## config.mk

```make
export PLATFORM = sky130hd
export DESIGN_NAME = ingress_policer_top
export DESIGN_NICKNAME = d
export VERILOG_FILES = /design/src/logic/policer_pkg.sv /design/src/logic/policer_cfg_regs.sv /design/src/logic/token_bucket_bank.sv /design/src/logic/policer_marker.sv /design/src/logic/ingress_policer_top.sv
export SDC_FILE = /design/constraint.sdc
export NUM_CORES = 2
export LEC_CHECK = 0
export BUFFER_PORTS_ARGS = -buffer_cell sky130_fd_sc_hd__clkbuf_2
export CELL_PAD_IN_SITES_DETAIL_PLACEMENT = 1
export CELL_PAD_IN_SITES_GLOBAL_PLACEMENT = 2
export CORE_MARGIN = 5
export CORE_UTILIZATION = 35
export DETAILED_ROUTE_END_ITERATION = 8
export PLACE_DENSITY = 0.81
export SETUP_SLACK_MARGIN = 0.2
export SLEW_MARGIN = 10
export SYNTH_ARGS = -nofsm -noshare
export SYNTH_HDL_FRONTEND = slang
export SYNTH_SLANG_ARGS = --single-unit
```

## constraint.sdc

```tcl
create_clock -name core_clk_ifc -period 9.9 [get_ports core_clk_ifc]
set_clock_uncertainty 0.15 [all_clocks]
set_input_delay 1.485 -clock core_clk_ifc [delete_from_list [all_inputs] [get_ports core_clk_ifc]]
set_output_delay 1.485 -clock core_clk_ifc [all_outputs]
set_load 0.05 [all_outputs]
```

## src/logic/policer_pkg.sv

```systemverilog
//////////////////////////////
// Ingress policer types
//////////////////////////////

package policer_pkg;

    // Port and descriptor widths
    localparam int NUM_PORTS = 11;
    localparam int PORT_W    = 4;
    localparam int BLEN_W    = 11;
    localparam int PRIO_W    = 3;

    // Fixed-point rate and bucket widths
    localparam int CIR_WHOLE_W   = 8;
    localparam int CIR_FRAC_W    = 8;
    localparam int CIR_W         = CIR_WHOLE_W + CIR_FRAC_W;
    localparam int CBS_W         = 24;
    localparam int LEVEL_W       = 32;
    localparam int LEVEL_FRAC_W  = CIR_FRAC_W;
    localparam int LEVEL_WHOLE_W = LEVEL_W - LEVEL_FRAC_W;

    // AXI4-Lite and register map
    localparam int AXI_ADDR_W = 12;
    localparam int AXI_DATA_W = 32;
    localparam int AXI_STRB_W = AXI_DATA_W / 8;
    localparam int TABLE_W    = 2;
    localparam int TABLE_LSB  = 8;
    localparam int PORT_LSB   = 2;

    // Output queue of the marker
    localparam int QUEUE_DEPTH = 2;
    localparam int QUEUE_PTR_W = 1;
    localparam int QUEUE_CNT_W = 2;

    typedef enum logic [TABLE_W-1:0] {
        CIR_TABLE    = 2'd0,
        CBS_TABLE    = 2'd1,
        ENABLE_TABLE = 2'd2
    } cfg_table_e;

    typedef enum logic [1:0] {
        OKAY   = 2'b00,
        SLVERR = 2'b10
    } axi_resp_e;

    typedef struct packed {
        logic [PORT_W-1:0] ingress_port;
        logic [PORT_W-1:0] egress_port;
        logic [PRIO_W-1:0] prio;
        logic [BLEN_W-1:0] byte_length;
    } pkt_desc_t;

    typedef struct packed {
        pkt_desc_t desc;
        logic      policer_drop_mark;
    } policed_desc_t;

    // Bytes drained per clock in 8.8 fixed point
    typedef struct packed {
        logic [CIR_WHOLE_W-1:0] whole;
        logic [CIR_FRAC_W-1:0]  fraction;
    } cir_t;

    typedef struct packed {
        cir_t             cir;
        logic [CBS_W-1:0] cbs;
        logic             enable;
    } bucket_cfg_t;

    typedef struct packed {
        logic                  awvalid;
        logic [AXI_ADDR_W-1:0] awaddr;
        logic                  wvalid;
        logic [AXI_DATA_W-1:0] wdata;
        logic [AXI_STRB_W-1:0] wstrb;
        logic                  bready;
        logic                  arvalid;
        logic [AXI_ADDR_W-1:0] araddr;
        logic                  rready;
    } axil_req_t;

    typedef struct packed {
        logic                  awready;
        logic                  wready;
        logic                  bvalid;
        axi_resp_e             bresp;
        logic                  arready;
        logic                  rvalid;
        logic [AXI_DATA_W-1:0] rdata;
        axi_resp_e             rresp;
    } axil_rsp_t;

endpackage

```

## src/logic/policer_cfg_regs.sv

```systemverilog
//////////////////////////////
// Policer config registers
//////////////////////////////

`timescale 1ns/1ps

module policer_cfg_regs
    import policer_pkg::*;
(
    input  logic        core_clk_ifc,
    input  logic        timer_reset,
    input  axil_req_t   axil_req,
    output axil_rsp_t   axil_rsp,
    output bucket_cfg_t port_cfg [NUM_PORTS]
);

    cfg_table_e            wr_table;
    cfg_table_e            rd_table;
    logic [PORT_W-1:0]     wr_port;
    logic [PORT_W-1:0]     rd_port;
    logic [PORT_W-1:0]     wr_idx;
    logic [PORT_W-1:0]     rd_idx;
    logic                  wr_hit;
    logic                  rd_hit;
    logic                  wr_go;
    logic                  rd_go;
    logic                  arready;
    logic [AXI_DATA_W-1:0] wr_word;
    logic                  bvalid_q;
    axi_resp_e             bresp_q;
    logic                  rvalid_q;
    logic [AXI_DATA_W-1:0] rdata_q;
    axi_resp_e             rresp_q;

    // 32-bit register view of one table entry
    function automatic logic [AXI_DATA_W-1:0] table_word(
        input cfg_table_e  tbl,
        input bucket_cfg_t cfg
    );
        logic [AXI_DATA_W-1:0] word;
        word = '0;
        case (tbl)
            CIR_TABLE:    word[CIR_W-1:0] = cfg.cir;
            CBS_TABLE:    word[CBS_W-1:0] = cfg.cbs;
            ENABLE_TABLE: word[0]         = cfg.enable;
            default:      word            = '0;
        endcase
        return word;
    endfunction

    //////////////////////////////
    // Address decode

    assign wr_table = cfg_table_e'(axil_req.awaddr[TABLE_LSB +: TABLE_W]);
    assign rd_table = cfg_table_e'(axil_req.araddr[TABLE_LSB +: TABLE_W]);
    assign wr_port  = axil_req.awaddr[PORT_LSB +: PORT_W];
    assign rd_port  = axil_req.araddr[PORT_LSB +: PORT_W];

    assign wr_hit = (wr_port < NUM_PORTS) &&
                    (wr_table inside {CIR_TABLE, CBS_TABLE, ENABLE_TABLE});
    assign rd_hit = (rd_port < NUM_PORTS) &&
                    (rd_table inside {CIR_TABLE, CBS_TABLE, ENABLE_TABLE});

    // Keep array lookups in range on a miss
    assign wr_idx = wr_hit ? wr_port : '0;
    assign rd_idx = rd_hit ? rd_port : '0;

    // AW and W are taken together once the B slot is free
    assign wr_go   = axil_req.awvalid & axil_req.wvalid & (~bvalid_q | axil_req.bready);
    assign arready = ~rvalid_q | axil_req.rready;
    assign rd_go   = axil_req.arvalid & arready;

    // Byte strobes merge into the stored value
    always_comb begin
        wr_word = table_word(wr_table, port_cfg[wr_idx]);
        for (int b = 0; b < AXI_STRB_W; b++) begin
            if (axil_req.wstrb[b]) begin
                wr_word[b*8 +: 8] = axil_req.wdata[b*8 +: 8];
            end
        end
    end

    //////////////////////////////
    // Table storage and responses

    always_ff @(posedge core_clk_ifc) begin
        if (timer_reset) begin
            port_cfg <= '{default: '0};
            bvalid_q <= 1'b0;
            bresp_q  <= OKAY;
            rvalid_q <= 1'b0;
            rdata_q  <= '0;
            rresp_q  <= OKAY;
        end else begin
            if (wr_go) begin
                bvalid_q <= 1'b1;
                bresp_q  <= wr_hit ? OKAY : SLVERR;
                if (wr_hit) begin
                    case (wr_table)
                        CIR_TABLE:    port_cfg[wr_idx].cir    <= wr_word[CIR_W-1:0];
                        CBS_TABLE:    port_cfg[wr_idx].cbs    <= wr_word[CBS_W-1:0];
                        ENABLE_TABLE: port_cfg[wr_idx].enable <= wr_word[0];
                        default:      port_cfg[wr_idx]        <= port_cfg[wr_idx];
                    endcase
                end
            end else if (axil_req.bready) begin
                bvalid_q <= 1'b0;
            end

            if (rd_go) begin
                rvalid_q <= 1'b1;
                rdata_q  <= rd_hit ? table_word(rd_table, port_cfg[rd_idx]) : '0;
                rresp_q  <= rd_hit ? OKAY : SLVERR;
            end else if (axil_req.rready) begin
                rvalid_q <= 1'b0;
            end
        end
    end

    always_comb begin
        axil_rsp.awready = wr_go;
        axil_rsp.wready  = wr_go;
        axil_rsp.bvalid  = bvalid_q;
        axil_rsp.bresp   = bresp_q;
        axil_rsp.arready = arready;
        axil_rsp.rvalid  = rvalid_q;
        axil_rsp.rdata   = rdata_q;
        axil_rsp.rresp   = rresp_q;
    end

endmodule

```

## src/logic/token_bucket_bank.sv

```systemverilog
//////////////////////////////
// Token bucket bank
//////////////////////////////

`timescale 1ns/1ps

module token_bucket_bank
    import policer_pkg::*;
(
    input  logic        core_clk_ifc,
    input  logic        timer_reset,
    input  bucket_cfg_t port_cfg [NUM_PORTS],
    input  logic        check_valid,
    input  pkt_desc_t   check_desc,
    output logic        drop_mark
);

    // Levels are 24.8 fixed point bytes
    logic [LEVEL_W-1:0]       level_q   [NUM_PORTS];
    logic [LEVEL_W-1:0]       cir_fixed [NUM_PORTS];
    logic [LEVEL_W-1:0]       drained   [NUM_PORTS];

    logic [PORT_W-1:0]        chk_port;
    logic                     chk_in_range;
    logic [PORT_W-1:0]        chk_idx;
    bucket_cfg_t              chk_cfg;
    logic [LEVEL_W-1:0]       chk_level;
    logic [LEVEL_WHOLE_W:0]   chk_sum;
    logic [LEVEL_W-1:0]       len_fixed;
    logic                     over_cbs;
    logic                     admit;

    //////////////////////////////
    // Per-cycle drain

    always_comb begin
        for (int p = 0; p < NUM_PORTS; p++) begin
            cir_fixed[p] = LEVEL_W'(port_cfg[p].cir);
            // Saturate at an empty bucket
            drained[p] = (level_q[p] > cir_fixed[p]) ? level_q[p] - cir_fixed[p] : '0;
        end
    end

    //////////////////////////////
    // Admit or mark

    assign chk_port     = check_desc.ingress_port;
    assign chk_in_range = (chk_port < NUM_PORTS);
    assign chk_idx      = chk_in_range ? chk_port : '0;
    assign chk_cfg      = port_cfg[chk_idx];
    assign chk_level    = level_q[chk_idx];

    // Only whole bytes of the level take part in the decision
    assign chk_sum  = {1'b0, chk_level[LEVEL_W-1 -: LEVEL_WHOLE_W]}
                    + (LEVEL_WHOLE_W+1)'(check_desc.byte_length);
    assign over_cbs = chk_sum > {1'b0, chk_cfg.cbs};

    assign len_fixed = LEVEL_W'(check_desc.byte_length) << LEVEL_FRAC_W;

    // Out-of-range ports behave as disabled
    assign drop_mark = check_valid & chk_in_range & chk_cfg.enable & over_cbs;
    assign admit     = check_valid & chk_in_range & chk_cfg.enable & ~over_cbs;

    //////////////////////////////
    // Level update

    always_ff @(posedge core_clk_ifc) begin
        if (timer_reset) begin
            level_q <= '{default: '0};
        end else begin
            for (int p = 0; p < NUM_PORTS; p++) begin
                // Accept edge adds the length and drain resumes next cycle
                if (admit && (chk_idx == PORT_W'(p))) begin
                    level_q[p] <= level_q[p] + len_fixed;
                end else begin
                    level_q[p] <= drained[p];
                end
            end
        end
    end

endmodule

```

## src/logic/policer_marker.sv

```systemverilog
//////////////////////////////
// Descriptor marker stage
//////////////////////////////

`timescale 1ns/1ps

module policer_marker
    import policer_pkg::*;
(
    input  logic          core_clk_ifc,
    input  logic          timer_reset,
    input  logic          in_valid,
    output logic          in_ready,
    input  pkt_desc_t     in_desc,
    output logic          check_valid,
    output pkt_desc_t     check_desc,
    input  logic          drop_mark,
    output logic          out_valid,
    input  logic          out_ready,
    output policed_desc_t out_desc
);

    policed_desc_t          entry_q [QUEUE_DEPTH];
    logic [QUEUE_PTR_W-1:0] wr_ptr_q;
    logic [QUEUE_PTR_W-1:0] rd_ptr_q;
    logic [QUEUE_CNT_W-1:0] count_q;
    logic                   push;
    logic                   pop;

    //////////////////////////////
    // Handshakes

    // Stall only when both entries hold a descriptor
    assign in_ready = (count_q != QUEUE_CNT_W'(QUEUE_DEPTH));
    assign push     = in_valid & in_ready;
    assign pop      = out_valid & out_ready;

    // Bucket sees the descriptor on its accept cycle
    assign check_valid = push;
    assign check_desc  = in_desc;

    assign out_valid = (count_q != '0);
    assign out_desc  = entry_q[rd_ptr_q];

    //////////////////////////////
    // In-order queue

    always_ff @(posedge core_clk_ifc) begin
        if (timer_reset) begin
            entry_q  <= '{default: '0};
            wr_ptr_q <= '0;
            rd_ptr_q <= '0;
            count_q  <= '0;
        end else begin
            if (push) begin
                entry_q[wr_ptr_q].desc              <= in_desc;
                entry_q[wr_ptr_q].policer_drop_mark <= drop_mark;
                wr_ptr_q <= wr_ptr_q + 1'b1;
            end
            if (pop) begin
                rd_ptr_q <= rd_ptr_q + 1'b1;
            end
            case ({push, pop})
                2'b10:   count_q <= count_q + 1'b1;
                2'b01:   count_q <= count_q - 1'b1;
                default: count_q <= count_q;
            endcase
        end
    end

endmodule

```

## src/logic/ingress_policer_top.sv

```systemverilog
//////////////////////////////
// Ingress policer top
//////////////////////////////

`timescale 1ns/1ps

module ingress_policer_top
    import policer_pkg::*;
(
    input  logic          core_clk_ifc,
    input  logic          timer_reset,
    input  axil_req_t     axil_req,
    output axil_rsp_t     axil_rsp,
    input  logic          in_valid,
    output logic          in_ready,
    input  pkt_desc_t     in_desc,
    output logic          out_valid,
    input  logic          out_ready,
    output policed_desc_t out_desc
);

    bucket_cfg_t port_cfg [NUM_PORTS];
    logic        check_valid;
    pkt_desc_t   check_desc;
    logic        drop_mark;

    // Per-port CIR, CBS and enable tables
    policer_cfg_regs u_cfg_regs (
        .core_clk_ifc (core_clk_ifc),
        .timer_reset  (timer_reset),
        .axil_req     (axil_req),
        .axil_rsp     (axil_rsp),
        .port_cfg     (port_cfg)
    );

    token_bucket_bank u_bucket_bank (
        .core_clk_ifc (core_clk_ifc),
        .timer_reset  (timer_reset),
        .port_cfg     (port_cfg),
        .check_valid  (check_valid),
        .check_desc   (check_desc),
        .drop_mark    (drop_mark)
    );

    // Descriptor path with the two-entry output queue
    policer_marker u_marker (
        .core_clk_ifc (core_clk_ifc),
        .timer_reset  (timer_reset),
        .in_valid     (in_valid),
        .in_ready     (in_ready),
        .in_desc      (in_desc),
        .check_valid  (check_valid),
        .check_desc   (check_desc),
        .drop_mark    (drop_mark),
        .out_valid    (out_valid),
        .out_ready    (out_ready),
        .out_desc     (out_desc)
    );

endmodule

```

==> results.md <==
- Relative slew margins: 0.0705
- Async SR Flop Fraction: 0
- Crit-path max cell delay: around 0.67 ns
- Global-route wire length before repair: 458000 um
- Final Slew Violations: 0
- Resized cells post-CTS: 0
- Mapped Cells: about 8.5k
- WL final: between 300000 and 400000 um
- Pre-CTS setup slack: around 0.46 ns
- Most frequent cells in the layout: 924 x nand2_1, 912 x nor2_1, 881 x dfxtp_1
- Sw frac: 0.441
- Dpl hpwl: 231000 um
- Hold Path Depth: 2
- CP top delay family: compound AO/OA/AOI/OAI gates
- Initial core utilization: 0.351
- YS warnings: 0
- Syn Area/Cell: about 7.5 um^2
- Seq/Total Area, Yosys: 0.279
- Cell variety after synth: 112
- Seq pwr share: 0.265
- Die Height: ~440 um
- Via count: just under 70k
- Setup CP Type: in -> reg
- CP max stage cell: nor3_1
- Area Growth Syn to Fin: 11.4%
- CP Capture Type: register
- DR pass1 iterations: 9
- Max clock buf depth: 3
- CTS Buf Count: 111
- Max Cap Viol: 0
- Crit path DAT: 9.44 ns
- Layout cells sized above 1: 0.0892
- Hold_buf cts: 0
- Fin crit period: approximately 9.0 ns
- Most common cell after layout, fill and taps aside: nand2_1
- DR DRC count: 0
- Final TNS setup: 0 ns
- DRT iter0 DRCs: 7232
- Power, Total: ~18 mW
- Pleak: ~26 nW
- Post-layout util: 0.391
- Actual slew at the worst max-slew pin: approximately 1.4 ns
- Worst-Skew Late Latency: roughly 0.80 ns
- Clock root buffer: clkbuf_16
- Leading area contributor after synthesis: dfxtp_1
- CP Buf/Inv Count: 3
- Hold Path Class: reg -> reg
- Synth top area share: 0.279
- TritonCTS sink count: around 880
- DRT antenna net count: 0
- Max VDD drop: about 0.00016 V
- Core box area: 180000 um^2
- CP Data Required Time: between 10 and 15 ns
- Crit path launch type: input port
- # setup viols final: 0
- Max H-tree Level: 3
- CP Depth: 28
- Global-route usage over all layers: 0.316
- Post-CTS setup buffer count: 0
- Fin crit share: 0.909
- Port bufs: 125
- Fill cells: approximately 22k
- Reg clk slew, reported paths: 0.06 ns
- Final hold violations: 0
- WL/cell: 29.4 um
- IO Pins: around 160
- Layout Nets: about 8.7k
- Pwr Density: about 250 nW/um^2
- Comb pwr share: 0.478
- Synthesized flop and latch total: 881
- Sw Pwr: slightly below 8 mW
- Vias in the first global route: between 60k and 70k
- Status: finished clean
- Largest net degree at the start of global routing: roughly 170
- Max Fclk: between 100 and 150 MHz
- Post-synth EDFFs: 0
- Ys flop type: dfxtp_1
- Cell Int Power: 9.95 mW
- Die area: ~190000 um^2
- Depth of the most critical reg-to-reg path: 24
- RSZ-0062 raised after global routing: no
- Die W: around 440 um
- Final RePlAce weighted congestion: 0.967
- Site Rows: around 160
- Antenna violations before repair: 14
- Synth top area cells: dfxtp_1 28%, ha_1 6.6%, a21oi_1 6.0%
- Post-Syn Area: about 63000 um^2
- PnR worst setup slack: 0.899 ns
- Crit Path Max Fanout: 13
- Vias/cell: about 6.4
- Clk network pwr share: 0.258
- CTS tree: yes
- GRT overflow: 0
==> logic make-up after synthesis <==
| family | Yosys count | synth area share |
|---|---|---|
| AND/OR/NAND/NOR | 3029 | 0.221 |
| other | 1 | 0.0000592 |
| multiplexers | 191 | 0.0345 |
| buffers and inverters | 975 | 0.0612 |
| AO/OA/AOI/OAI | 2730 | 0.290 |
| XOR/XNOR | 297 | 0.0411 |
| adder cells (fa/ha/maj) | 357 | 0.0733 |
| flip-flops | 881 | 0.279 |
==> worst reg2reg max path: cells and delay by family (launching register included) <==
family	cells	cell delay [ns]
XOR/XNOR	1	0.25
AND/OR/NAND/NOR	4	1.63
buffers and inverters	1	0.25
flip-flops	1	0.50
AO/OA/AOI/OAI	15	3.85
adder cells (fa/ha/maj)	3	0.76
==> power by group through the flow <==
| stage | clock (mW) | sequential, mW | combinational, mW |
|---|---|---|---|
| 3_5_place_dp | 0 | 4.74 | 8.30 |
| 6_report | 4.58 | 4.71 | 8.51 |
| 4_1_cts | 4.63 | 4.67 | 8.36 |
| 5_1_grt | 4.78 | 4.74 | 9.17 |
| 2_1_floorplan | 0 | 4.35 | 6.08 |
| 3_3_place_gp | 0 | 4.72 | 8.07 |
==> cell type report <==
type,count,area (um^2),area share
multi-input combinational,6614,42200,0.599
sequential,881,17600,0.250
clock buffer,158,3220,0.0456
tap,2370,2970,0.0420
timing repair buffer,337,2370,0.0337
inverter,347,1300,0.0185
clock inverter,45,802,0.0114
antenna,7,17.5,0.000248
==> per-stage QoR <==
step	hold WS, ns	std cells	cell area (um^2)
after global placement	0.288	10500	66500
after global routing	0.317	10800	70500
after detailed placement	0.296	10500	66500
final	0.301	10800	70500
after CTS	0.305	10800	70500
after floorplan	0.282	8470	63300
==> synth_stat cells (all sizes together) (108+ instances only) <==
| library cell | number |
|---|---|
| nand2 | 929 |
| nor2 | 920 |
| dfxtp | 881 |
| a21oi | 762 |
| clkbuf | 472 |
| a211oi | 347 |
| inv | 347 |
| o21ai | 336 |
| ha | 334 |
| nor3 | 287 |
| nand3 | 239 |
| xnor2 | 190 |
| o22ai | 186 |
| buf | 156 |
| mux2i | 126 |
| a221oi | 119 |
| a21o | 114 |
| nor2b | 112 |
| a31oi | 111 |
| a22oi | 108 |
==> layer usage <==
| layer | track usage | routed length [um] | vias to the layer above |
|---|---|---|---|
| met3 | 0.0655 | 28300 | 710 |
| met2 | 0.493 | 138000 | 3159 |
| met1 | 0.408 | 130000 | 34500 |
| met4 | 0.176 | 20100 | 8 |
| li1 | - | - | 30700 |
| met5 | 0 | 51 | - |
==> registers in the layout (all words and copies together), names as in the netlist, 2 cells and up <==
name / cells
u_marker.count_q: 2
u_cfg_regs.rdata_q: 24
u_marker.entry_q: 46
u_bucket_bank.level_q: 352
u_cfg_regs.port_cfg: 451
==> path summary, 6_finish.rpt <==
path / startpoint / to / slack, ns
worst max-delay path: in_desc[21] / u_bucket_bank.level_q[190]$_SDFF_PP0_ / 0.90
worst min-delay path: u_cfg_regs.rdata_q[14]$_SDFFE_PP0P_ / u_cfg_regs.rdata_q[14]$_SDFFE_PP0P_ / 0.30
worst max register to register: u_bucket_bank.level_q[104]$_SDFF_PP0_ / u_bucket_bank.level_q[190]$_SDFF_PP0_ / 2.34
worst min register to register: u_cfg_regs.rdata_q[14]$_SDFFE_PP0P_ / u_cfg_regs.rdata_q[14]$_SDFFE_PP0P_ / 0.30
Power figures use the tool's default switching activity.
